**config.mk**
```make
export PLATFORM = sky130hd
export DESIGN_NAME = glb_input_regs_flat
export DESIGN_NICKNAME = d
export VERILOG_FILES = /design/src/design/glb_pkg.sv /design/src/design/glb_if.sv /design/src/design/glb_input_regs.sv /design/src/flat_wrapper.sv
export VERILOG_INCLUDE_DIRS = /design/src /design/src/design
export SDC_FILE = /design/constraint.sdc
export NUM_CORES = 1
export LEC_CHECK = 0
export BUFFER_PORTS_ARGS = -buffer_cell sky130_fd_sc_hd__buf_2
export CAP_MARGIN = 20
export CORE_AREA = 3 3 153 155
export DETAILED_ROUTE_END_ITERATION = 6
export DIE_AREA = 0 0 156 158
export PLACE_DENSITY = 0.44
export SLEW_MARGIN = 20
export SYNTH_ARGS = -nofsm -noshare
export SYNTH_HDL_FRONTEND = slang
export SYNTH_SLANG_ARGS = --single-unit
```
**constraint.sdc**
```tcl
create_clock -name reset -period 2.5 [get_ports reset]
set_input_delay 0.375 -clock reset [delete_from_list [all_inputs] [get_ports reset]]
set_output_delay 0.375 -clock reset [all_outputs]
set_load 0.01 [all_outputs]
```
**src/design/glb_settings.svh**
```systemverilog
`ifndef GLB_SETTINGS_SVH
`define GLB_SETTINGS_SVH

// tile chain
`define GLB_NUM_TILES 4

// fabric columns fed by one tile
`define GLB_CGRA_PER_TILE 2

// memory bank geometry
`define GLB_BANK_DATA_WIDTH 64
`define GLB_BANK_WORDS 256

// processor byte address, tile select on top
// 3 byte-offset bits, 8 word bits, 2 tile bits
`define GLB_ADDR_WIDTH 13

// configuration command from the global controller
`define GLB_CFG_ADDR_WIDTH 32
`define GLB_CFG_DATA_WIDTH 32

`endif

```
**src/design/glb_pkg.sv**
```systemverilog
`include "glb_settings.svh"

package glb_pkg;

    // address field widths
    localparam int BYTE_OFFSET_WIDTH = $clog2(`GLB_BANK_DATA_WIDTH / 8);
    localparam int WORD_ADDR_WIDTH = $clog2(`GLB_BANK_WORDS);
    localparam int TILE_SEL_WIDTH = $clog2(`GLB_NUM_TILES);

    typedef logic [`GLB_ADDR_WIDTH-1:0] glb_addr_t;
    typedef logic [`GLB_BANK_DATA_WIDTH-1:0] bank_data_t;
    typedef logic [`GLB_BANK_DATA_WIDTH/8-1:0] bank_strb_t;
    typedef logic [WORD_ADDR_WIDTH-1:0] bank_word_addr_t;
    typedef logic [TILE_SEL_WIDTH-1:0] tile_sel_t;

    // one configuration command
    typedef struct packed {
        logic cfg_wr_en;
        logic cfg_rd_en;
        logic [`GLB_CFG_ADDR_WIDTH-1:0] cfg_addr;
        logic [`GLB_CFG_DATA_WIDTH-1:0] cfg_data;
    } cgra_cfg_t;

    // one command per fabric column of a tile
    typedef cgra_cfg_t [`GLB_CGRA_PER_TILE-1:0] cgra_cfg_cols_t;

    // word index inside a bank
    function automatic bank_word_addr_t addr_word(glb_addr_t addr);
        return addr[BYTE_OFFSET_WIDTH +: WORD_ADDR_WIDTH];
    endfunction

    // tile select field
    function automatic tile_sel_t addr_tile(glb_addr_t addr);
        return addr[BYTE_OFFSET_WIDTH + WORD_ADDR_WIDTH +: TILE_SEL_WIDTH];
    endfunction

endpackage

```
**src/design/glb_if.sv**
```systemverilog
`timescale 1ns/1ps
`include "glb_settings.svh"

// processor packet, travels west to east
interface glb_proc_if
    import glb_pkg::*;
();
    // write request
    logic       wr_en;
    bank_strb_t wr_strb;
    glb_addr_t  wr_addr;
    bank_data_t wr_data;

    // read request
    logic       rd_en;
    glb_addr_t  rd_addr;

    // read response, filled in by the owning tile
    bank_data_t rd_data;
    logic       rd_data_valid;

    modport upstream (
        output wr_en, wr_strb, wr_addr, wr_data,
        output rd_en, rd_addr,
        output rd_data, rd_data_valid
    );

    modport downstream (
        input wr_en, wr_strb, wr_addr, wr_data,
        input rd_en, rd_addr,
        input rd_data, rd_data_valid
    );
endinterface

// configuration relay between tiles
interface glb_cfg_if ();
    logic                           wr_en;
    logic                           rd_en;
    logic [`GLB_CFG_ADDR_WIDTH-1:0] addr;
    logic [`GLB_CFG_DATA_WIDTH-1:0] data;

    modport upstream (
        output wr_en, rd_en, addr, data
    );

    modport downstream (
        input wr_en, rd_en, addr, data
    );
endinterface

```
**src/design/glb_input_regs.sv**
```systemverilog
`timescale 1ns/1ps

module glb_input_regs
    import glb_pkg::*;
(
    input  logic       reset,
    input  logic       clk,

    // processor request
    input  logic       proc_wr_en,
    input  bank_strb_t proc_wr_strb,
    input  glb_addr_t  proc_wr_addr,
    input  bank_data_t proc_wr_data,
    input  logic       proc_rd_en,
    input  glb_addr_t  proc_rd_addr,

    // command from the global controller
    input  cgra_cfg_t  cfg_in,

    glb_proc_if.upstream proc_out,
    glb_cfg_if.upstream  cfg_out
);

    // request enables
    always_ff @(posedge reset or posedge clk) begin
        if (clk) begin
            proc_out.wr_en <= 1'b0;
            proc_out.rd_en <= 1'b0;
        end else begin
            proc_out.wr_en <= proc_wr_en;
            proc_out.rd_en <= proc_rd_en;
        end
    end

    // request payload
    always_ff @(posedge reset) begin
        proc_out.wr_strb <= proc_wr_strb;
        proc_out.wr_addr <= proc_wr_addr;
        proc_out.wr_data <= proc_wr_data;
        proc_out.rd_addr <= proc_rd_addr;
    end

    // no response yet at the west end of the chain
    assign proc_out.rd_data       = '0;
    assign proc_out.rd_data_valid = 1'b0;

    // controller command, cleared so the fabric sees zeros after reset
    always_ff @(posedge reset or posedge clk) begin
        if (clk) begin
            cfg_out.wr_en <= 1'b0;
            cfg_out.rd_en <= 1'b0;
            cfg_out.addr  <= '0;
            cfg_out.data  <= '0;
        end else begin
            cfg_out.wr_en <= cfg_in.cfg_wr_en;
            cfg_out.rd_en <= cfg_in.cfg_rd_en;
            cfg_out.addr  <= cfg_in.cfg_addr;
            cfg_out.data  <= cfg_in.cfg_data;
        end
    end

endmodule

```
**src/flat_wrapper.sv**
```systemverilog
// flat-port wrapper written by rule: the top's interface ports become plain ports
module glb_input_regs_flat import glb_pkg::*;
  (reset, clk, proc_wr_en, proc_wr_strb, proc_wr_addr, proc_wr_data, proc_rd_en, proc_rd_addr, cfg_in, proc_out_wr_en, proc_out_wr_strb, proc_out_wr_addr, proc_out_wr_data, proc_out_rd_en, proc_out_rd_addr, proc_out_rd_data, proc_out_rd_data_valid, cfg_out_wr_en, cfg_out_rd_en, cfg_out_addr, cfg_out_data);
  glb_proc_if proc_out_i ();
  glb_cfg_if cfg_out_i ();
  input  logic reset;
  input  logic clk;
  input  logic proc_wr_en;
  input  bank_strb_t proc_wr_strb;
  input  glb_addr_t proc_wr_addr;
  input  bank_data_t proc_wr_data;
  input  logic proc_rd_en;
  input  glb_addr_t proc_rd_addr;
  input  cgra_cfg_t cfg_in;
  output wire logic [$bits(proc_out_i.wr_en)-1:0] proc_out_wr_en;
  output wire logic [$bits(proc_out_i.wr_strb)-1:0] proc_out_wr_strb;
  output wire logic [$bits(proc_out_i.wr_addr)-1:0] proc_out_wr_addr;
  output wire logic [$bits(proc_out_i.wr_data)-1:0] proc_out_wr_data;
  output wire logic [$bits(proc_out_i.rd_en)-1:0] proc_out_rd_en;
  output wire logic [$bits(proc_out_i.rd_addr)-1:0] proc_out_rd_addr;
  output wire logic [$bits(proc_out_i.rd_data)-1:0] proc_out_rd_data;
  output wire logic [$bits(proc_out_i.rd_data_valid)-1:0] proc_out_rd_data_valid;
  output wire logic [$bits(cfg_out_i.wr_en)-1:0] cfg_out_wr_en;
  output wire logic [$bits(cfg_out_i.rd_en)-1:0] cfg_out_rd_en;
  output wire logic [$bits(cfg_out_i.addr)-1:0] cfg_out_addr;
  output wire logic [$bits(cfg_out_i.data)-1:0] cfg_out_data;
  assign proc_out_wr_en = proc_out_i.wr_en;
  assign proc_out_wr_strb = proc_out_i.wr_strb;
  assign proc_out_wr_addr = proc_out_i.wr_addr;
  assign proc_out_wr_data = proc_out_i.wr_data;
  assign proc_out_rd_en = proc_out_i.rd_en;
  assign proc_out_rd_addr = proc_out_i.rd_addr;
  assign proc_out_rd_data = proc_out_i.rd_data;
  assign proc_out_rd_data_valid = proc_out_i.rd_data_valid;
  assign cfg_out_wr_en = cfg_out_i.wr_en;
  assign cfg_out_rd_en = cfg_out_i.rd_en;
  assign cfg_out_addr = cfg_out_i.addr;
  assign cfg_out_data = cfg_out_i.data;
  glb_input_regs u_core (.reset(reset), .clk(clk), .proc_wr_en(proc_wr_en), .proc_wr_strb(proc_wr_strb), .proc_wr_addr(proc_wr_addr), .proc_wr_data(proc_wr_data), .proc_rd_en(proc_rd_en), .proc_rd_addr(proc_rd_addr), .cfg_in(cfg_in), .proc_out(proc_out_i), .cfg_out(cfg_out_i));
endmodule
```
* After elaboration in Yosys (flattened, before gate mapping)
Cells that the tools add are included.
Word-level totals: bits in registers 166, bits in latches 0, memory bits (writable) 0, bits in read-only memories 0, logic and storage cells 10, memories kept 0
Cells by class: $add $sub $neg 0, multipliers 0, div/mod/pow operators 0, $lt $le $gt $ge 0, equality and inequality tests 0, shift-type cells 0, muxes and demuxes 0, bitwise operators 0, reduce and logical (&&, ||, !) cells 0

* Longest topological paths before layout
Gate-level depths: netlist of run 1.
depth in word-level cells 0, gate-level depth with buffers 1

* Least setup slack after synthesis of run 1
Ideal clock, no wire load.
path type flip-flop to output port, from register u_core.cfg_out.addr[0], to output cfg_out_addr[0], data arrival time 0.376 ns, data required time 2.125 ns, setup slack 1.749 ns, cell stages (with the launch flop) 1, cell sequence dfrtp_1
RTL lines:
- start, declared | RTL line glb_if.sv:43 | output wr_en, rd_en, addr, data
- start signal, assigned | RTL line glb_input_regs.sv:57 | cfg_out.addr <= cfg_in.cfg_addr;
- end, declared | RTL line flat_wrapper.sv:25 | output wire logic [$bits(cfg_out_i.addr)-1:0] cfg_out_addr;
No word-level cell between the ends.

* Worst setup path after layout of run 1
from register u_core.cfg_out.addr[19], to output cfg_out_addr[19]
No word-level cell between the ends.

==> out/results.tsv, run 1 <==
metric	value	unit
hold_viol_final	0	
start_util	18.9	%
hp-class	primary input to register	
ir_drop	0.360	mV
cp_max_fo	1	
area_growth	57.7	%
path_buf_inv	1	
synth_cells	233	
final_cell_mix	buf_2, dfxtp_1, dfrtp_1	
portBuffers	333	
cts-root-buf	clkbuf_16	
status	finished, final reports clean	
antenna_found_initial	6	
yosysUniqueCellTypes	5	
first_iter_violations	45	
routed_wl	13300	um
pwr-share-comb	7.3	%
drv_cap	0	
fmax	762	MHz
place_area	5950	um2
globalplace.congestion	0.885	
finalSetupViolCount	0	
yosys.area.top_type	dfxtp_1	
internal_power	4.34	mW
grt_usage	10.4	%
placementRows	54	
numCtsBuffers	17	
firstDrtPassIters	3	
seq_power_share	48.3	%
synth.yosys.seq_area_share	88.1	%
design_area	6560	um2
die-area	24600	um2
vias	2763	
maxSlewHeadroom	63.0	%
post_cts_resized	0	
leakagePower	3.45	nW
first_global_vias	2851	
final_common_cell	buf_2	
cp_slowest_cell	dfrtp_1	
post-route-util	29.9	%
via_per_inst	3.14	
post-cts-setup-buffers	0	
drive_gt1_share	61.3	%
ant_nets	0	
required	2.12	ns
synth_top_area_share	47.2	%
worstPathCellList	buf_2	
core	22000	um2
layout.nets	754	
synthTopCellsByArea	dfxtp_1, dfrtp_1, buf_4	
clock_path_buffers	2	
grt_pass1_wl	17800	um
final.min_clock_period	1.31	ns
cts_tree	yes	
fin_hold_ws	0.0505	ns
clkTransAtPathRegs	0.08	ns
drc	0	
ys_ff_latch	166	
grt_overflow	0	
clockPowerShare	44.4	%
switching_share	26.0	%
p_sw	1.52	mW
grt_max_degree	43	
ioPinCount	399	
cpPeakStageDelay	0.38	ns
dp_hpwl	10900	um
synth_area_per_cell	17.8	um2
netlist_area	4160	um2
die-height	158	um
cts.sinks	166	
yosys_warnings	0	
crit_family	flip-flops	
final-max-slew-violation-count	0	
rsz0062_at_grt	no	
start_kind	register	
min_period_over_period	52.5	%
power_density	894	nW/um2
worstMarginPinSlew	0.554	ns
routedWlPerCell	15.1	um
die_x	156	um
nFillCells	2281	
htree_levels	4	
cp.arrival	0.94	ns
critical_path_class	register to output port	
fin_tns_setup	0	ns
worstSetupEndpointType	output port	
final cells by class:
class	instances	area, um2	share of cell area, %
clock buffers	17	425	6.49
inverters	1	3.75	0.0572
repair buffers	335	1700	25.9
flip-flops and latches	166	3660	55.9
clock inverters	15	169	2.58
multi-input cells	65	244	3.72
diodes	2	5.00	0.0763
well taps	280	350	5.34
path summary, 6_finish.rpt:
check | start | to | depth (start not counted)
worst max-delay path | u_core.cfg_out.addr[19] | cfg_out_addr[19] | 1
worst min-delay path | proc_wr_data[47] | u_core.proc_out.wr_data[47] | 1
max in group asynchronous | clk | u_core.cfg_out.data[6] | 4
min in group asynchronous | clk | u_core.cfg_out.addr[7] | 3
per-stage QoR:
| step | instances | power, mW | setup slack, ns |
|---|---|---|---|
| final | 881 | 5.86 | 1.19 |
| after global routing | 881 | 6.15 | 1.15 |
| after CTS | 879 | 6.00 | 1.16 |
| after detailed placement | 846 | 3.32 | 1.39 |
| after global placement | 846 | 3.32 | 1.39 |
| after floorplan | 297 | 3.10 | 0.413 |
cell families (layout without fill, tap and decap cells):
group | Yosys count | in the layout | share of synthesized area, %
flip-flops | 166 | 166 | 88.1
other | 1 | 67 | 0.0902
buffers and inverters | 66 | 368 | 11.8
layer usage:
layer / up-vias / track usage, % / share of wire, %
met5: - / 0 / 0.35
met4: 6 / 4.58 / 1.3
met3: 18 / 5.17 / 11
met2: 209 / 18.8 / 54
met1: 1234 / 9.89 / 33
li1: 1296 / - / -
registers in the layout (all words and copies together), names as in the netlist:
register / cells
u_core.proc_out.wr_data: 64
u_core.cfg_out.addr: 32
u_core.cfg_out.data: 32
u_core.proc_out.rd_addr: 13
u_core.proc_out.wr_addr: 13
u_core.proc_out.wr_strb: 8
u_core.cfg_out.rd_en: 1
u_core.cfg_out.wr_en: 1
u_core.proc_out.rd_en: 1
u_core.proc_out.wr_en: 1
power by group through the flow:
stage	logic [mW]	clock network, mW	registers [mW]
floorplan	0.134	0	2.97
global placement	0.438	0	2.89
detailed placement	0.437	0	2.89
CTS	0.439	2.73	2.83
global route	0.473	2.83	2.84
finish	0.431	2.60	2.83
cell usage after synthesis, drive strengths merged:
cell	n
buf	65
conb	1
dfrtp	68
dfxtp	98
inv	1
repair_timing:
item,CTS,global route
hold endpoints to repair,7,0
setup endpoints to repair,0,0
hold buffers,1,0
Note: power is estimated with default switching activity, not from simulation.
==> run 2, diff against run 1 <==
Settings changed: ABC_AREA set to 1.
Clock period 2.5 ns to 1.3 ns, I/O delays scaled along.
==> run 2 against run 1 <==
Net effect:
- critical path depth is the same
- clock power rose by 94%
- sequential share of layout area down 11 points
- final area grew 26%
- largest cell class unchanged
==> out/results.tsv, run 2 (synthesis results as in run 1) <==
metric	value	unit
drc	0	
routedWlPerCell	14.6	um
fin_tns_setup	0	ns
finalSetupViolCount	0	
grt_usage	11.9	%
grt_overflow	0	
drv_cap	0	
multi_input_area	244	um2
htree_levels	4	
area_growth	98.5	%
layout.nets	921	
ant_nets	0	
cp_max_fo	1	
antenna_found_initial	2	
firstDrtPassIters	6	
vias	3450	
first_iter_violations	64	
grt_pass1_wl	21600	um
drive_gt1_share	48.0	%
min_period_over_period	87.6	%
required	1.11	ns
ir_drop	1.17	mV
power_density	1420	nW/um2
final_common_cell	buf_2	
globalplace.congestion	0.835	
leakagePower	4.15	nW
first_global_vias	3782	
fmax	878	MHz
total_power	11.7	mW
start_util	18.9	%
worstPathCellList	buf_2	
start_kind	register	
regArea	3660	um2
core	22000	um2
top_register	u_core.proc_out.wr_data	
hold_viol_final	0	
numCtsBuffers	17	
rsz0062_at_grt	no	
clkTransAtPathRegs	0.08	ns
design_area	8260	um2
placementRows	54	
critical_path_class	register to output port	
hp-class	primary input to asynchronous set/reset pin	
final_cell_mix	buf_2, dlygate4sd3_1, dfxtp_1	
routed_wl	15300	um
cts-root-buf	clkbuf_16	
cpPeakStageDelay	0.38	ns
cts_tree	yes	
grt_max_degree	36	
cts.sinks	166	
portBuffers	333	
path_buf_inv	1	
crit_family	flip-flops	
final.min_clock_period	1.14	ns
largest_reg_flops	64	
die-area	24600	um2
dp_hpwl	11000	um
ioPinCount	399	
place_area	5970	um2
worstSetupEndpointType	output port	
cp.arrival	0.94	ns
clock_path_buffers	2	
final-max-slew-violation-count	0	
post_cts_resized	0	
via_per_inst	3.29	
reg_top3	u_core.proc_out.wr_data (64), u_core.cfg_out.addr (32), u_core.cfg_out.data (32)	
cp_slowest_cell	dfrtp_1	
status	finished, final reports clean	
die_x	156	um
die-height	158	um
nFillCells	2112	
run 2: cell types whose count changed in the layout (fill, tap and decap cells not counted):
| cell | before | now |
|---|---|---|
| inv_8 | 5 | 1 |
| dlygate4sd3_1 | 1 | 167 |
| buf_12 | 1 | 2 |
| clkinv_4 | 1 | 2 |
| inv_6 | 3 | 4 |
| clkinv_8 | 3 | 6 |
| inv_2 | 1 | 0 |
run 2: how the worst max path moves through the flow:
stage                                 start                      end  slack [ns]  depth (start not counted)
floorplan                               clk   u_core.cfg_out.addr[0]        0.36                          1
global placement                        clk  u_core.cfg_out.addr[31]        0.59                          3
detailed placement                      clk  u_core.cfg_out.addr[31]        0.60                          3
CTS                 u_core.cfg_out.addr[16]         cfg_out_addr[16]        0.13                          1
global route        u_core.cfg_out.addr[14]         cfg_out_addr[14]        0.12                          1
finish                 u_core.cfg_out.rd_en            cfg_out_rd_en        0.16                          1
run 2: report_power, final:
| group | total [mW] | switching (mW) | internal [mW] |
|---|---|---|---|
| Clock | 5.04 | 2.43 | 2.61 |
| Sequential | 5.45 | 0.0637 | 5.38 |
| Combinational | 1.26 | 0.565 | 0.691 |
run 2: per-layer routing:
metal  track usage, %  part of all wire (%)
met1             11.5                    34
met5                0                     0
met3             4.59                   8.9
met2             22.8                    55
met4             4.54                   1.6
run 2: area by class of cell:
class,count,area share (%)
timing repair buffer,502,40.9
sequential,166,44.4
inverter,1,0.0909
tap,280,4.24
antenna,2,0.0606
clock inverter,15,2.21
clock buffer,17,5.15
multi-input combinational,65,2.95
run 2: repair_timing:
action	CTS	global route
buffers inserted	0	0
endpoints found under the hold margin	178	0
hold buffers	167	0
run 2: metrics by stage:
step,utilization (%),instances,hold slack [ns],setup WS [ns]
6_report,37.6,1048,0.312,0.161
5_1_grt,37.6,1048,0.313,0.123
4_1_cts,37.6,1046,0.285,0.133
3_5_place_dp,27.2,847,0.195,0.603
3_3_place_gp,27.2,847,0.196,0.591
2_1_floorplan,-,297,0.223,0.363
==> run 3, diff against run 2 <==
Settings changed: CAP_MARGIN 20 to 30, CORE_AREA 3 3 153 155 to 2 2 157 159, DIE_AREA 0 0 156 158 to 0 0 159 161, PLACE_DENSITY 0.44 to 0.43.
Clock period 1.3 ns to 1 ns, I/O delays scaled along.
==> run 3 against run 2 <==
Net effect:
- the flow now finishes with violations (setup timing)
- wire length grew 0.96%
- flip-flop and latch count is the same
- setup slack lost 0.26 ns
- power grew 32%
- die area grew 3.9%
- final cell count grew 4.0%
- critical path type unchanged
- largest cell class is now buffers
- largest power group unchanged
- highest routed layer unchanged
==> out/results.tsv, run 3 (synthesis results as in run 1) <==
metric	value	unit
status	finished with violations	
violations	setup timing	
cp_max_fo	1	
worstSetupEndpointType	output port	
rsz0062_at_grt	yes	
multi_input_area	244	um2
reg_top3	u_core.proc_out.wr_data (64), u_core.cfg_out.addr (32), u_core.cfg_out.data (32)	
cts.sinks	166	
use_met1	11.6	%
via_per_inst	3.19	
die_x	159	um
cp.depth	1	
critical_path_class	register to output port	
regArea	3740	um2
first_global_vias	3996	
leakagePower	4.32	nW
nFillCells	2343	
cp_slowest_cell	dfrtp_1	
antenna_cells	0	
firstDrtPassIters	4	
routed_wl	15500	um
setup_ws	-0.0946	ns
crit_family	flip-flops	
busiest_layer	met2	
numCtsBuffers	17	
antenna_found_initial	0	
dp_slack	0.336	ns
fmax	914	MHz
globalplace.congestion	0.775	
power_density	1750	nW/um2
ir_drop	0.872	mV
hp-class	primary input to asynchronous set/reset pin	
largest_reg_flops	64	
layout.nets	921	
placementRows	57	
grt_overflow	0	
routedWlPerCell	14.2	um
die-area	25600	um2
portBuffers	333	
start_kind	register	
hold_viol_final	0	
top_register	u_core.proc_out.wr_data	
cp-endpoint	cfg_out_addr[31]	
final_common_cell	buf_2	
clock_path_buffers	2	
fin_hold_ws	0.357	ns
required	0.85	ns
grt_max_degree	45	
drv_cap	0	
cp.arrival	0.94	ns
post-route-util	37.1	%
area_growth	114	%
critical_path.startpoint	u_core.cfg_out.addr[31]	
worstPathCellList	buf_6	
final-max-slew-violation-count	0	
grt_util_met2	21.2	%
cpPeakStageDelay	0.40	ns
drc	0	
vias	3481	
final_cell_mix	buf_2, dlygate4sd3_1, buf_6	
finalSetupViolCount	113	
post-cts-setup-buffers	0	
grt_pass1_wl	22600	um
path_buf_inv	1	
start_util	17.4	%
drive_gt1_share	55.6	%
ant_nets	0	
final.min_clock_period	1.09	ns
core	24000	um2
dp_hpwl	10700	um
first_iter_violations	116	
cts_tree	yes	
min_period_over_period	109	%
grt_usage	11.9	%
cts-root-buf	clkbuf_16	
ioPinCount	399	
htree_levels	4	
clkTransAtPathRegs	0.08	ns
die-height	161	um
met3_usage	6.16	%
-- run 3: cell count changes in the layout (fill, tap and decap cells not counted), sizes merged --
cell	before	now
clkinv	9	6
clkinvlp	1	2
clkbuf	17	18
inv	6	7
diode	2	0
-- run 3: stage by stage --
step	cells	total power, mW	TNS, ns	cell area (um2)
CTS	1090	15.7	-9.14	8650
finish	1090	15.5	-4.56	8880
detailed placement	891	8.32	0	6010
global route	1090	16.3	-12.08	8880
floorplan	297	7.76	0	4400
global placement	891	8.32	0	6010
-- run 3: area by class of cell --
cell class	instances	area share, %
Inverter	1	0.0845
Tap cell	324	4.57
Clock buffer	18	4.95
Timing Repair Buffer	502	43.8
Multi-Input combinational cell	65	2.75
Sequential cell	166	42.1
Clock inverter	14	1.76
-- run 3: per-layer routing --
metal  wire length (um)  up-vias
met5                  0        -
met4                276        0
met3               1830       19
met2               7980      245
met1               5380     1593
li1                   -     1624
-- run 3: worst min-delay path by stage --
stage | start | end | slack [ns] | cells past startpoint
after detailed placement | clk | u_core.cfg_out.data[14] | 0.25 | 3
after global placement | clk | u_core.cfg_out.data[21] | 0.25 | 3
final | clk | u_core.cfg_out.data[20] | 0.36 | 4
after global routing | proc_wr_addr[3] | u_core.proc_out.wr_addr[3] | 0.34 | 2
after CTS | proc_wr_data[29] | u_core.proc_out.wr_data[29] | 0.32 | 2
after floorplan | proc_rd_addr[0] | u_core.proc_out.rd_addr[0] | 0.18 | 0
-- run 3: power by group --
| group | internal (mW) | leakage [nW] | switching [mW] | total, mW |
|---|---|---|---|---|
| registers | 7.02 | 1.62 | 0.126 | 7.15 |
| logic | 1.09 | 2.41 | 0.731 | 1.82 |
| clock network | 3.43 | 0.289 | 3.12 | 6.55 |
-- run 3: repair_timing --
| item | CTS | global route |
|---|---|---|
| endpoints found under the setup margin | 166 | 166 |
| hold buffers | 167 | 0 |
| hold endpoints to repair | 234 | 0 |
| gates resized for setup | 96 | 59 |
