==> config.mk <==
export PLATFORM = sky130hd
export DESIGN_NAME = glb_output_regs_flat
export DESIGN_NICKNAME = d
export VERILOG_FILES = /design/src/design/glb_pkg.sv /design/src/design/glb_if.sv /design/src/design/glb_output_regs.sv /design/src/flat_wrapper.sv
export VERILOG_INCLUDE_DIRS = /design/src /design/src/design
export SDC_FILE = /design/constraint.sdc
export NUM_CORES = 1
export LEC_CHECK = 0
export ABC_AREA = 0
export BUFFER_PORTS_ARGS = -buffer_cell sky130_fd_sc_hd__buf_2
export CAP_MARGIN = 10
export CORE_AREA = 2 2 510 512
export DETAILED_ROUTE_END_ITERATION = 8
export DIE_AREA = 0 0 512 514
export SYNTH_ARGS = -nofsm -noshare
export SYNTH_HDL_FRONTEND = slang
export SYNTH_SLANG_ARGS = --single-unit
==> constraint.sdc <==
create_clock -name reset -period 48.5 [get_ports reset]
set_input_delay 4.85 -clock reset [delete_from_list [all_inputs] [get_ports reset]]
set_output_delay 4.85 -clock reset [all_outputs]
set_load 0.05 [all_outputs]
==> src/design/glb_settings.svh <==
`ifndef GLB_SETTINGS_SVH
`define GLB_SETTINGS_SVH

// tile chain
`define GLB_NUM_TILES 4

// fabric columns fed by one tile
`define GLB_CGRA_PER_TILE 2

// memory bank geometry
`define GLB_BANK_DATA_WIDTH 64
`define GLB_BANK_WORDS 256

// processor byte address, tile select on top
// 3 byte-offset bits, 8 word bits, 2 tile bits
`define GLB_ADDR_WIDTH 13

// configuration command from the global controller
`define GLB_CFG_ADDR_WIDTH 32
`define GLB_CFG_DATA_WIDTH 32

`endif

==> src/design/glb_pkg.sv <==
`include "glb_settings.svh"

package glb_pkg;

    // address field widths
    localparam int BYTE_OFFSET_WIDTH = $clog2(`GLB_BANK_DATA_WIDTH / 8);
    localparam int WORD_ADDR_WIDTH = $clog2(`GLB_BANK_WORDS);
    localparam int TILE_SEL_WIDTH = $clog2(`GLB_NUM_TILES);

    typedef logic [`GLB_ADDR_WIDTH-1:0] glb_addr_t;
    typedef logic [`GLB_BANK_DATA_WIDTH-1:0] bank_data_t;
    typedef logic [`GLB_BANK_DATA_WIDTH/8-1:0] bank_strb_t;
    typedef logic [WORD_ADDR_WIDTH-1:0] bank_word_addr_t;
    typedef logic [TILE_SEL_WIDTH-1:0] tile_sel_t;

    // one configuration command
    typedef struct packed {
        logic cfg_wr_en;
        logic cfg_rd_en;
        logic [`GLB_CFG_ADDR_WIDTH-1:0] cfg_addr;
        logic [`GLB_CFG_DATA_WIDTH-1:0] cfg_data;
    } cgra_cfg_t;

    // one command per fabric column of a tile
    typedef cgra_cfg_t [`GLB_CGRA_PER_TILE-1:0] cgra_cfg_cols_t;

    // word index inside a bank
    function automatic bank_word_addr_t addr_word(glb_addr_t addr);
        return addr[BYTE_OFFSET_WIDTH +: WORD_ADDR_WIDTH];
    endfunction

    // tile select field
    function automatic tile_sel_t addr_tile(glb_addr_t addr);
        return addr[BYTE_OFFSET_WIDTH + WORD_ADDR_WIDTH +: TILE_SEL_WIDTH];
    endfunction

endpackage

==> src/design/glb_if.sv <==
`timescale 1ns/1ps
`include "glb_settings.svh"

// processor packet, travels west to east
interface glb_proc_if
    import glb_pkg::*;
();
    // write request
    logic       wr_en;
    bank_strb_t wr_strb;
    glb_addr_t  wr_addr;
    bank_data_t wr_data;

    // read request
    logic       rd_en;
    glb_addr_t  rd_addr;

    // read response, filled in by the owning tile
    bank_data_t rd_data;
    logic       rd_data_valid;

    modport upstream (
        output wr_en, wr_strb, wr_addr, wr_data,
        output rd_en, rd_addr,
        output rd_data, rd_data_valid
    );

    modport downstream (
        input wr_en, wr_strb, wr_addr, wr_data,
        input rd_en, rd_addr,
        input rd_data, rd_data_valid
    );
endinterface


==> src/design/glb_output_regs.sv <==
`timescale 1ns/1ps
`include "glb_settings.svh"

module glb_output_regs
    import glb_pkg::*;
(
    input  logic reset,
    input  logic clk,

    // east end of the processor pipeline
    glb_proc_if.downstream proc_in,

    input  cgra_cfg_cols_t cfg_g2f_in [`GLB_NUM_TILES],
    input  logic           cgra_stall_in,

    output bank_data_t proc_rd_data,
    output logic       proc_rd_data_valid,

    // fabric configuration ports
    output logic [`GLB_NUM_TILES-1:0][`GLB_CGRA_PER_TILE-1:0] cgra_cfg_g2f_cfg_wr_en,
    output logic [`GLB_NUM_TILES-1:0][`GLB_CGRA_PER_TILE-1:0] cgra_cfg_g2f_cfg_rd_en,
    output logic [`GLB_NUM_TILES-1:0][`GLB_CGRA_PER_TILE-1:0][`GLB_CFG_ADDR_WIDTH-1:0]
        cgra_cfg_g2f_cfg_addr,
    output logic [`GLB_NUM_TILES-1:0][`GLB_CGRA_PER_TILE-1:0][`GLB_CFG_DATA_WIDTH-1:0]
        cgra_cfg_g2f_cfg_data,

    output logic [`GLB_NUM_TILES-1:0][`GLB_CGRA_PER_TILE-1:0] cgra_stall
);

    logic stall_d1;
    logic stall_d2;

    // read response, data forced to zero when not valid
    always_ff @(posedge reset or posedge clk) begin
        if (clk) begin
            proc_rd_data       <= '0;
            proc_rd_data_valid <= 1'b0;
        end else begin
            proc_rd_data       <= proc_in.rd_data_valid ? proc_in.rd_data : '0;
            proc_rd_data_valid <= proc_in.rd_data_valid;
        end
    end

    // split the per-column structs into flat port groups
    always_ff @(posedge reset or posedge clk) begin
        if (clk) begin
            cgra_cfg_g2f_cfg_wr_en <= '0;
            cgra_cfg_g2f_cfg_rd_en <= '0;
            cgra_cfg_g2f_cfg_addr  <= '0;
            cgra_cfg_g2f_cfg_data  <= '0;
        end else begin
            for (int t = 0; t < `GLB_NUM_TILES; t++) begin
                for (int c = 0; c < `GLB_CGRA_PER_TILE; c++) begin
                    cgra_cfg_g2f_cfg_wr_en[t][c] <= cfg_g2f_in[t][c].cfg_wr_en;
                    cgra_cfg_g2f_cfg_rd_en[t][c] <= cfg_g2f_in[t][c].cfg_rd_en;
                    cgra_cfg_g2f_cfg_addr[t][c]  <= cfg_g2f_in[t][c].cfg_addr;
                    cgra_cfg_g2f_cfg_data[t][c]  <= cfg_g2f_in[t][c].cfg_data;
                end
            end
        end
    end

    // two-stage stall delay
    always_ff @(posedge reset or posedge clk) begin
        if (clk) begin
            stall_d1 <= 1'b0;
            stall_d2 <= 1'b0;
        end else begin
            stall_d1 <= cgra_stall_in;
            stall_d2 <= stall_d1;
        end
    end

    assign cgra_stall = {(`GLB_NUM_TILES * `GLB_CGRA_PER_TILE){stall_d2}};

endmodule

==> src/flat_wrapper.sv <==
// flat-port wrapper written by rule: the top's interface ports become plain ports
module glb_output_regs_flat import glb_pkg::*;
  (reset, clk, cfg_g2f_in, cgra_stall_in, proc_rd_data, proc_rd_data_valid, cgra_cfg_g2f_cfg_wr_en, cgra_cfg_g2f_cfg_rd_en, cgra_cfg_g2f_cfg_addr, cgra_cfg_g2f_cfg_data, cgra_stall, proc_in_wr_en, proc_in_wr_strb, proc_in_wr_addr, proc_in_wr_data, proc_in_rd_en, proc_in_rd_addr, proc_in_rd_data, proc_in_rd_data_valid);
  glb_proc_if proc_in_i ();
  input  logic reset;
  input  logic clk;
  input  cgra_cfg_cols_t cfg_g2f_in[`GLB_NUM_TILES];
  input  logic cgra_stall_in;
  output bank_data_t proc_rd_data;
  output logic proc_rd_data_valid;
  output logic [`GLB_NUM_TILES-1:0][`GLB_CGRA_PER_TILE-1:0] cgra_cfg_g2f_cfg_wr_en;
  output logic [`GLB_NUM_TILES-1:0][`GLB_CGRA_PER_TILE-1:0] cgra_cfg_g2f_cfg_rd_en;
  output logic [`GLB_NUM_TILES-1:0][`GLB_CGRA_PER_TILE-1:0][`GLB_CFG_ADDR_WIDTH-1:0] cgra_cfg_g2f_cfg_addr;
  output logic [`GLB_NUM_TILES-1:0][`GLB_CGRA_PER_TILE-1:0][`GLB_CFG_DATA_WIDTH-1:0] cgra_cfg_g2f_cfg_data;
  output logic [`GLB_NUM_TILES-1:0][`GLB_CGRA_PER_TILE-1:0] cgra_stall;
  input wire logic [$bits(proc_in_i.wr_en)-1:0] proc_in_wr_en;
  input wire logic [$bits(proc_in_i.wr_strb)-1:0] proc_in_wr_strb;
  input wire logic [$bits(proc_in_i.wr_addr)-1:0] proc_in_wr_addr;
  input wire logic [$bits(proc_in_i.wr_data)-1:0] proc_in_wr_data;
  input wire logic [$bits(proc_in_i.rd_en)-1:0] proc_in_rd_en;
  input wire logic [$bits(proc_in_i.rd_addr)-1:0] proc_in_rd_addr;
  input wire logic [$bits(proc_in_i.rd_data)-1:0] proc_in_rd_data;
  input wire logic [$bits(proc_in_i.rd_data_valid)-1:0] proc_in_rd_data_valid;
  assign proc_in_i.wr_en = proc_in_wr_en;
  assign proc_in_i.wr_strb = proc_in_wr_strb;
  assign proc_in_i.wr_addr = proc_in_wr_addr;
  assign proc_in_i.wr_data = proc_in_wr_data;
  assign proc_in_i.rd_en = proc_in_rd_en;
  assign proc_in_i.rd_addr = proc_in_rd_addr;
  assign proc_in_i.rd_data = proc_in_rd_data;
  assign proc_in_i.rd_data_valid = proc_in_rd_data_valid;
  glb_output_regs u_core (.reset(reset), .clk(clk), .proc_in(proc_in_i), .cfg_g2f_in(cfg_g2f_in), .cgra_stall_in(cgra_stall_in), .proc_rd_data(proc_rd_data), .proc_rd_data_valid(proc_rd_data_valid), .cgra_cfg_g2f_cfg_wr_en(cgra_cfg_g2f_cfg_wr_en), .cgra_cfg_g2f_cfg_rd_en(cgra_cfg_g2f_cfg_rd_en), .cgra_cfg_g2f_cfg_addr(cgra_cfg_g2f_cfg_addr), .cgra_cfg_g2f_cfg_data(cgra_cfg_g2f_cfg_data), .cgra_stall(cgra_stall));
endmodule
Yosys cells after proc, flatten, opt, wreduce, memory -nomap -nowiden
Cells that the tools add are included.

word-level totals
  register bits after elaboration = 595
  input port bits = 696
  output and inout bits = 601

operators by class
  muxes and demuxes = 1

operator list
  cell                count
  two-way mux 64 bit  1

Depth between registers and ports, before layout
Gate-level depths: netlist of run 1.

  depth in word-level cells = 1
  gate-level depth with buffers = 2
  mapped depth without buffers = 1

Least setup slack after synthesis of run 1
OpenSTA, ideal clock, no wires.

  kind = flip-flop to output port
  start = register u_core.stall_d2
  end = output cgra_stall[0] (netlist bit)
  arrival = 0.641 ns
  required time = 43.650 ns
  setup slack = 43.009 ns
  cell stages (with the launch flop) = 2
  buffers on the path = 1
  path through = dfrtp_1 > buf_4

RTL lines
  item                      line                   RTL
  start: declaration        glb_output_regs.sv:31  logic stall_d2;
  start signal: assignment  glb_output_regs.sv:70  stall_d2 <= stall_d1;
  end: declaration          flat_wrapper.sv:15     output logic [`GLB_NUM_TILES-1:0][`GLB_CGRA_PER_TILE-1:0] cgra_stall;

No word-level cell between the ends.

Worst setup path after layout of run 1
  start = register u_core.stall_d2
  end = output cgra_stall[0] (netlist bit)

No word-level cell between the ends.

==> results.cfg, run 1 <==
[global_route]
grt_pass1_wl_mm = 216
grt_pass1_vias = 13400
grt-ovfl-total = 0
antenna_found_initial = 233
grt.total_usage = 0.136
grt_start_max_net_pins = 150

[timing]
rsz0062_at_grt = false
slew_headroom = 0.265
setup-tns-final_ps = 0
tightest_slew_ps = 1100
period_minus_slack_ps = 6490
finClkSkew_ps = 5.16
setup_violations = 0
slew_viol_final = 0
setup_slack_ps = 42010
hold-worst-slack_ps = 365
hold_violations = 0
period_share = 0.134
fmax_mhz = 154

[final_layout]
fillerInstances = 29400
drive_above_1_share = 0.703
ff_latch_area_um2 = 14900
nNetsFinal = 2653
areaGrowthSynthToFinish_pct = 88.0
fin_util = 0.113
stdcell_count = 5475
final_common_cell = buf_2
multi_input_area_um2 = 480
layout_common_cells = buf_2, dfrtp_1, clkbuf_16

[floorplanning]
start_util = 0.0599
core_area_um2 = 258000
io_pins = 1297
chipWidth_um = 512
die_h_um = 514
die-area_um2 = 263000
rows = 187

[power_and_ir_drop]
p_clk_frac = 0.502
power_frac_seq = 0.359
leakage_nw = 13.6
p_sw_frac = 0.314
p_comb_frac = 0.139
p_switching_mw = 0.461
power_density_nw_per_um2 = 50.6
p_int_mw = 1.01
irDropWorstVdd_mv = 0.0276

[setup_path]
start_kind = flop
cpLargestDelayFamily = flip-flops
worst_path_max_delay_cell = dfrtp_1
crit_fanout = 8
path_cells = buf_2
max_stage_delay_ps = 500
worst-path-buf-inv = 1
critPathArrivalTime_ps = 1640
critPathKind = reg -> out
worstSetupEndpointType = output port
cp-startpoint = u_core.stall_d2
critPathRequiredTime_ps = 43650
r2r_start = u_core.stall_d1

[clocking]
cts_tree = done
clk_pin_slew_ps = 60
ctsResizeCount = 0
clock_path_buffers = 4
clock_latency_ps = 810
post_cts_buffers = 0
cts_sinks = 595
htreeDepth = 3
ctsHoldBuffers = 0
cts-root-buf = clkbuf_16
numCtsBuffers = 93

[detailed_routing]
dr.pass1.iters = 4
drc = 0
routed_wirelength_mm = 183
first_iter_violations = 454
antenna_left = 0
vias_per_cell = 2.27
vias = 12400
wl_per_cell_um = 33.5

[worst_hold_path]
min_from = u_core.stall_d1
holdCritPathClass = reg -> reg

[synth]
yosys.cell_types.count = 5
syn-cell-area_um2 = 15500
synth_cells = 674
ys_ff_latch = 595
seq_area_frac_synth = 0.963
syn_nets = 1370
syn_avg_cell_area_um2 = 22.9
yosys_warnings = 0

[placement]
dp_hpwl_mm = 165
dp_slack_ps = 41200
numPortBuffers = 1196
dpl.cell_count = 5264
gp_congestion = 0.875

[run]
max_cap_violations = 0

[outcome]
status = completed
-- per-layer routing --
metal  wire length [um]  vias to the layer above  global-route usage
li1                   -                     4738                   -
met5                275                        -                   0
met4               6110                       40              0.0320
met3              43500                      516               0.148
met1              55600                     5839               0.118
met2              77900                     1286               0.211
-- state kept, by name, indices dropped and copies added (netlist names) --
signal / cells
u_core.cgra_cfg_g2f_cfg_data: 256
u_core.cgra_cfg_g2f_cfg_addr: 256
u_core.stall_d2: 1
u_core.cgra_cfg_g2f_cfg_rd_en: 8
u_core.cgra_cfg_g2f_cfg_wr_en: 8
u_core.proc_rd_data_valid: 1
u_core.proc_rd_data: 64
u_core.stall_d1: 1
-- metrics by stage --
step / total power, mW / area, um2
2_1_floorplan: 0.641 / 15500
3_3_place_gp: 0.746 / 25700
3_5_place_dp: 0.747 / 25700
4_1_cts: 1.51 / 29000
5_1_grt: 1.53 / 29000
6_report: 1.47 / 29100
-- worst paths after layout --
check,depth (start not counted),slack [ps],endpoint
worst min-delay path,0,360,u_core.stall_d2
max in group asynchronous,4,42110,u_core.cgra_cfg_g2f_cfg_addr[51]
worst max-delay path,1,42010,cgra_stall[0]
worst min register to register,0,360,u_core.stall_d2
min in group asynchronous,2,4220,u_core.cgra_cfg_g2f_cfg_data[2]
worst max register to register,0,48020,u_core.stall_d2
-- power by group through the flow --
stage	Sequential (mW)	Combinational, mW	Clock, mW
6_report	0.528	0.204	0.738
2_1_floorplan	0.630	0.0117	0
5_1_grt	0.531	0.218	0.786
4_1_cts	0.529	0.210	0.773
3_5_place_dp	0.537	0.210	0
3_3_place_gp	0.537	0.209	0
-- final cells by class --
| class | count | share of cell area |
|---|---|---|
| antenna | 43 | 0.00370 |
| clock buffer | 115 | 0.0881 |
| clock inverter | 53 | 0.0246 |
| inverter | 1 | 0.000387 |
| multi-input combinational | 64 | 0.0165 |
| sequential | 595 | 0.512 |
| tap | 3402 | 0.146 |
| timing repair buffer | 1202 | 0.208 |
-- synthesized netlist by cell type --
master / n / area share
and2_2: 64 / 0.031
buf_4: 8 / 0.0039
clkbuf_2: 6 / 0.0019
dfrtp_1: 595 / 0.96
inv_1: 1 / 0.00024
-- cell families (layout without fill, tap and decap cells) --
kind of cell           count (synthesis)  after routing  synth area share
buffers and inverters                 15           1371           0.00607
AND/OR/NAND/NOR                       64             64            0.0311
flip-flops                           595            595             0.963
other                                  0             43                 0
No activity file was read; power rests on OpenSTA's default activity.
==> run 2, diff against run 1 <==
--- a/config.mk
+++ b/config.mk
@@ -9,9 +9,9 @@
 export ABC_AREA = 0
 export BUFFER_PORTS_ARGS = -buffer_cell sky130_fd_sc_hd__buf_2
 export CAP_MARGIN = 10
-export CORE_AREA = 2 2 510 512
+export CORE_AREA = 2 2 508 510
 export DETAILED_ROUTE_END_ITERATION = 8
-export DIE_AREA = 0 0 512 514
+export DIE_AREA = 0 0 510 512
 export SYNTH_ARGS = -nofsm -noshare
 export SYNTH_HDL_FRONTEND = slang
 export SYNTH_SLANG_ARGS = --single-unit
==> constraint.sdc (replaced) <==
create_clock -name reset -period 6.47 [get_ports reset]
set_input_delay 0.647 -clock reset [delete_from_list [all_inputs] [get_ports reset]]
set_output_delay 0.647 -clock reset [all_outputs]
set_load 0.05 [all_outputs]
==> results.cfg, run 2 (same netlist as run 1, synthesis figures left out) <==
[clocking]
ctsHoldBuffers = 528
cts-root-buf = clkbuf_16
clock_latency_ps = 710
ctsResizeCount = 0
numCtsBuffers = 87
post_cts_buffers = 0
cts_sinks = 595
htreeDepth = 3
clk_pin_slew_ps = 70
clock_path_buffers = 3
cts_tree = done

[floorplanning]
rows = 186
start_util = 0.0605
die_h_um = 512
core_area_um2 = 256000
die-area_um2 = 261000
chipWidth_um = 510
io_pins = 1297

[detailed_routing]
vias = 14300
routed_wirelength_mm = 190
antenna_left = 0
vias_per_cell = 2.39
drc = 0
wl_per_cell_um = 31.7
dr.pass1.iters = 4
first_iter_violations = 495

[global_route]
grt_pass1_wl_mm = 227
grt_use_met1 = 0.127
grt.total_usage = 0.141
met2_usage = 0.215
grt_pass1_vias = 16200
grt-ovfl-total = 0
grtUsageMet3 = 0.153
antenna_found_initial = 162
grt_start_max_net_pins = 134
busiest_layer = met2

[timing]
hold-worst-slack_ps = 88.4
fmax_mhz = 438
slew_viol_final = 0
hold_violations = 0
setup-tns-final_ps = 0
rsz0062_at_grt = false
finClkSkew_ps = 0.0546
period_share = 0.353
period_minus_slack_ps = 2280
tightest_slew_ps = 1010
setup_violations = 0
slew_headroom = 0.329

[setup_path]
worst-path-buf-inv = 1
start_kind = flop
path_cells = buf_2
critPathKind = reg -> out
cpLargestDelayFamily = flip-flops
cp-startpoint = u_core.stall_d2
critPathRequiredTime_ps = 5820
worstSetupEndpointType = output port
worst_path_max_delay_cell = dfrtp_1
max_stage_delay_ps = 560
critPathArrivalTime_ps = 1640
r2r_start = u_core.stall_d1
crit_fanout = 8

[placement]
gp_congestion = 0.898
placed_area_um2 = 25700
numPortBuffers = 1196
dp_hpwl_mm = 171

[final_layout]
top_regs = u_core.cgra_cfg_g2f_cfg_addr (256), u_core.cgra_cfg_g2f_cfg_data (256), u_core.proc_rd_data (64)
drive_above_1_share = 0.558
nNetsFinal = 3181
design_area_um2 = 34200
areaGrowthSynthToFinish_pct = 121
layout_common_cells = buf_2, dfrtp_1, dlygate4sd3_1
final_common_cell = buf_2
fillerInstances = 28900

[worst_hold_path]
min_from = cfg_g2f_in[80]
holdCritPathClass = in -> reg

[run]
max_cap_violations = 0

[power_and_ir_drop]
power_density_nw_per_um2 = 325
leakage_nw = 15.8
irDropWorstVdd_mv = 0.183

[outcome]
status = completed
run 2: cell count changes in the layout (fill, tap and decap cells not counted), moves of 3 or more:
cell           change
buf_4              +4
clkinv_2           -5
dlygate4sd3_1    +528
diode_2            -3
clkbuf_16          -6
clkbuf_1           -3
clkinvlp_4         +4
clkbuf_8           +3
inv_6              -3
run 2: worst paths after layout:
path,cells past startpoint,slack (ps),endpoint
worst max-delay path,1,4190,cgra_stall[4]
worst min-delay path,1,90,u_core.cgra_cfg_g2f_cfg_data[238]
worst max register to register,0,5990,u_core.stall_d2
worst min register to register,0,360,u_core.stall_d2
max in group asynchronous,5,4360,u_core.cgra_cfg_g2f_cfg_data[238]
min in group asynchronous,3,590,u_core.cgra_cfg_g2f_cfg_addr[117]
run 2: metrics by stage:
| step | instances | worst slack (ps) | util | total power [mW] |
|---|---|---|---|---|
| after floorplan | 674 | -2290 | - | 4.81 |
| after global placement | 5252 | 4160 | 0.101 | 5.61 |
| after detailed placement | 5252 | 4090 | 0.101 | 5.62 |
| after CTS | 5938 | 4070 | 0.133 | 11.5 |
| after global routing | 5943 | 4070 | 0.133 | 11.7 |
| final | 5978 | 4190 | 0.134 | 11.1 |
run 2: final cells by class:
class	count	area, um2	share of cell area
sequential	595	14900	0.435
antenna	40	100	0.00292
clock inverter	49	664	0.0194
timing repair buffer	1736	11400	0.333
clock buffer	109	2440	0.0713
inverter	1	7.51	0.000219
multi-input combinational	64	480	0.0140
tap	3384	4230	0.124
run 2: layer usage:
metal | up-vias | part of all wire
li1 | 5788 | -
met1 | 6873 | 0.31
met2 | 1218 | 0.42
met3 | 366 | 0.24
met4 | 30 | 0.028
met5 | - | 0.0010
run 2: power breakdown:
group          internal, mW  total (mW)  switching, mW  leakage, nW
combinational         0.486        1.88           1.39         7.26
clock                  3.17        5.29           2.12         1.49
sequential             3.91        3.96         0.0532         7.01
total                  7.57        11.1           3.57         15.8
==> run 3, diff against run 2 <==
--- a/config.mk
+++ b/config.mk
@@ -9,9 +9,9 @@
 export ABC_AREA = 0
 export BUFFER_PORTS_ARGS = -buffer_cell sky130_fd_sc_hd__buf_2
 export CAP_MARGIN = 10
-export CORE_AREA = 2 2 508 510
+export CORE_AREA = 2 2 506 508
 export DETAILED_ROUTE_END_ITERATION = 8
-export DIE_AREA = 0 0 510 512
+export DIE_AREA = 0 0 508 510
 export SYNTH_ARGS = -nofsm -noshare
 export SYNTH_HDL_FRONTEND = slang
 export SYNTH_SLANG_ARGS = --single-unit
==> constraint.sdc (replaced) <==
create_clock -name reset -period 2.1 [get_ports reset]
set_input_delay 0.21 -clock reset [delete_from_list [all_inputs] [get_ports reset]]
set_output_delay 0.21 -clock reset [all_outputs]
set_load 0.05 [all_outputs]
==> results.cfg, run 3 (same netlist as run 1, synthesis figures left out) <==
[outcome]
status = completed

[detailed_routing]
top_layer_used = met5
routed_wirelength_mm = 190
antenna_left = 0
dr_wl_met3_mm = 42.8
first_iter_violations = 531
dr.pass1.iters = 4
vias_per_cell = 2.41
wl_per_cell_um = 31.5
drc = 0
wl_met2_mm = 81.3
vias = 14600
drt-met1-wl_mm = 60.4

[power_and_ir_drop]
p_int_mw = 23.2
p_clk_frac = 0.470
leakage_nw = 16.2
irDropWorstVdd_mv = 0.702
p_sw_frac = 0.324
total_power_mw = 34.3
p_switching_mw = 11.1
power_frac_seq = 0.356
p_comb_frac = 0.174
power_density_nw_per_um2 = 977

[final_layout]
areaGrowthSynthToFinish_pct = 127
ff_latch_area_um2 = 14900
final_common_cell = buf_2
nNetsFinal = 3274
fillerInstances = 28500
drive_above_1_share = 0.541
top_regs = u_core.cgra_cfg_g2f_cfg_addr (256), u_core.cgra_cfg_g2f_cfg_data (256), u_core.proc_rd_data (64)
design_area_um2 = 35100
multi_input_area_um2 = 480
layout_common_cells = buf_2, dlygate4sd3_1, dfrtp_1
stdcell_count = 6051
fin_util = 0.139

[floorplanning]
chipWidth_um = 508
core_area_um2 = 253000
rows = 185
die_h_um = 510
io_pins = 1297
start_util = 0.0610
die-area_um2 = 259000

[timing]
setup_violations = 0
finClkSkew_ps = 0.00488
hold_violations = 0
rsz0062_at_grt = false
period_minus_slack_ps = 1800
slew_headroom = 0.568
fmax_mhz = 557
setup_slack_ps = 304
slew_viol_final = 0
period_share = 0.855
tightest_slew_ps = 652

[setup_path]
worst-path-buf-inv = 1
critPathArrivalTime_ps = 1590
cpLargestDelayFamily = buffers and inverters
critPathRequiredTime_ps = 1890
critPathKind = reg -> out
start_kind = flop
max_stage_delay_ps = 500
worst_path_max_delay_cell = buf_2
path_cells = buf_2
crit_fanout = 1
worstSetupEndpointType = output port

[clocking]
clock_latency_ps = 710
cts_sinks = 595
clock_path_buffers = 3
numCtsBuffers = 90
htreeDepth = 3
cts-root-buf = clkbuf_16
cts_tree = done
clk_pin_slew_ps = 60
post_cts_buffers = 0

[global_route]
grt-ovfl-total = 0
grt.total_usage = 0.143
antenna_found_initial = 147
grt_pass1_vias = 16800
grt_start_max_net_pins = 93
grt_pass1_wl_mm = 228

[placement]
dpl.cell_count = 5241
placed_area_um2 = 25800
gp_congestion = 0.933
numPortBuffers = 1196
dp_slack_ps = 812
dp_hpwl_mm = 171

[worst_hold_path]
holdCritPathClass = in -> reg

[run]
max_cap_violations = 0
## run 3: metal layers
metal  up-vias  GRT usage
met5         -          0
met4         8     0.0338
met3       382      0.144
met2      1197      0.222
met1      7015      0.131
li1       5968          -
## run 3: stage by stage
step                TNS (ps)  hold slack, ps
floorplan           -3702860             241
global placement           0             317
detailed placement         0             319
CTS                        0            54.5
global route               0            95.9
finish                     0             140
## run 3: final cells by class
| cell class | count | area share |
|---|---|---|
| Sequential cell | 595 | 0.424 |
| Timing Repair Buffer | 1826 | 0.352 |
| Tap cell | 3366 | 0.120 |
| Clock buffer | 114 | 0.0716 |
| Clock inverter | 49 | 0.0161 |
| Multi-Input combinational cell | 64 | 0.0137 |
| Antenna cell | 36 | 0.00257 |
| Inverter | 1 | 0.000214 |
## run 3: path summary, 6_finish.rpt
check	start	cells after the start	slack, ps	endpoint
max	u_core.cgra_cfg_g2f_cfg_addr[52]	1	300	cgra_cfg_g2f_cfg_addr[52]
max in group asynchronous	clk	5	1070	u_core.stall_d2
min in group asynchronous	clk	4	210	u_core.proc_rd_data[8]
min reg2reg	u_core.stall_d1	0	350	u_core.stall_d2
min	cfg_g2f_in[99]	2	140	u_core.cgra_cfg_g2f_cfg_addr[225]
max reg2reg	u_core.stall_d1	0	1640	u_core.stall_d2
## run 3: power groups by stage
stage               clock network [mW]  registers, mW  logic (mW)
floorplan                            0           14.5       0.271
finish                            16.1           12.2        5.96
global route                      17.2           12.3        6.36
CTS                               16.9           12.2        6.16
global placement                     0           12.4        4.90
detailed placement                   0           12.4        4.92
## run 3: what timing repair did
item | 4_1_cts | 5_1_grt
setup endpoints to repair | 2 | 0
resized for setup | 1 | 0
hold buffers | 611 | 0
hold endpoints to repair | 849 | 0
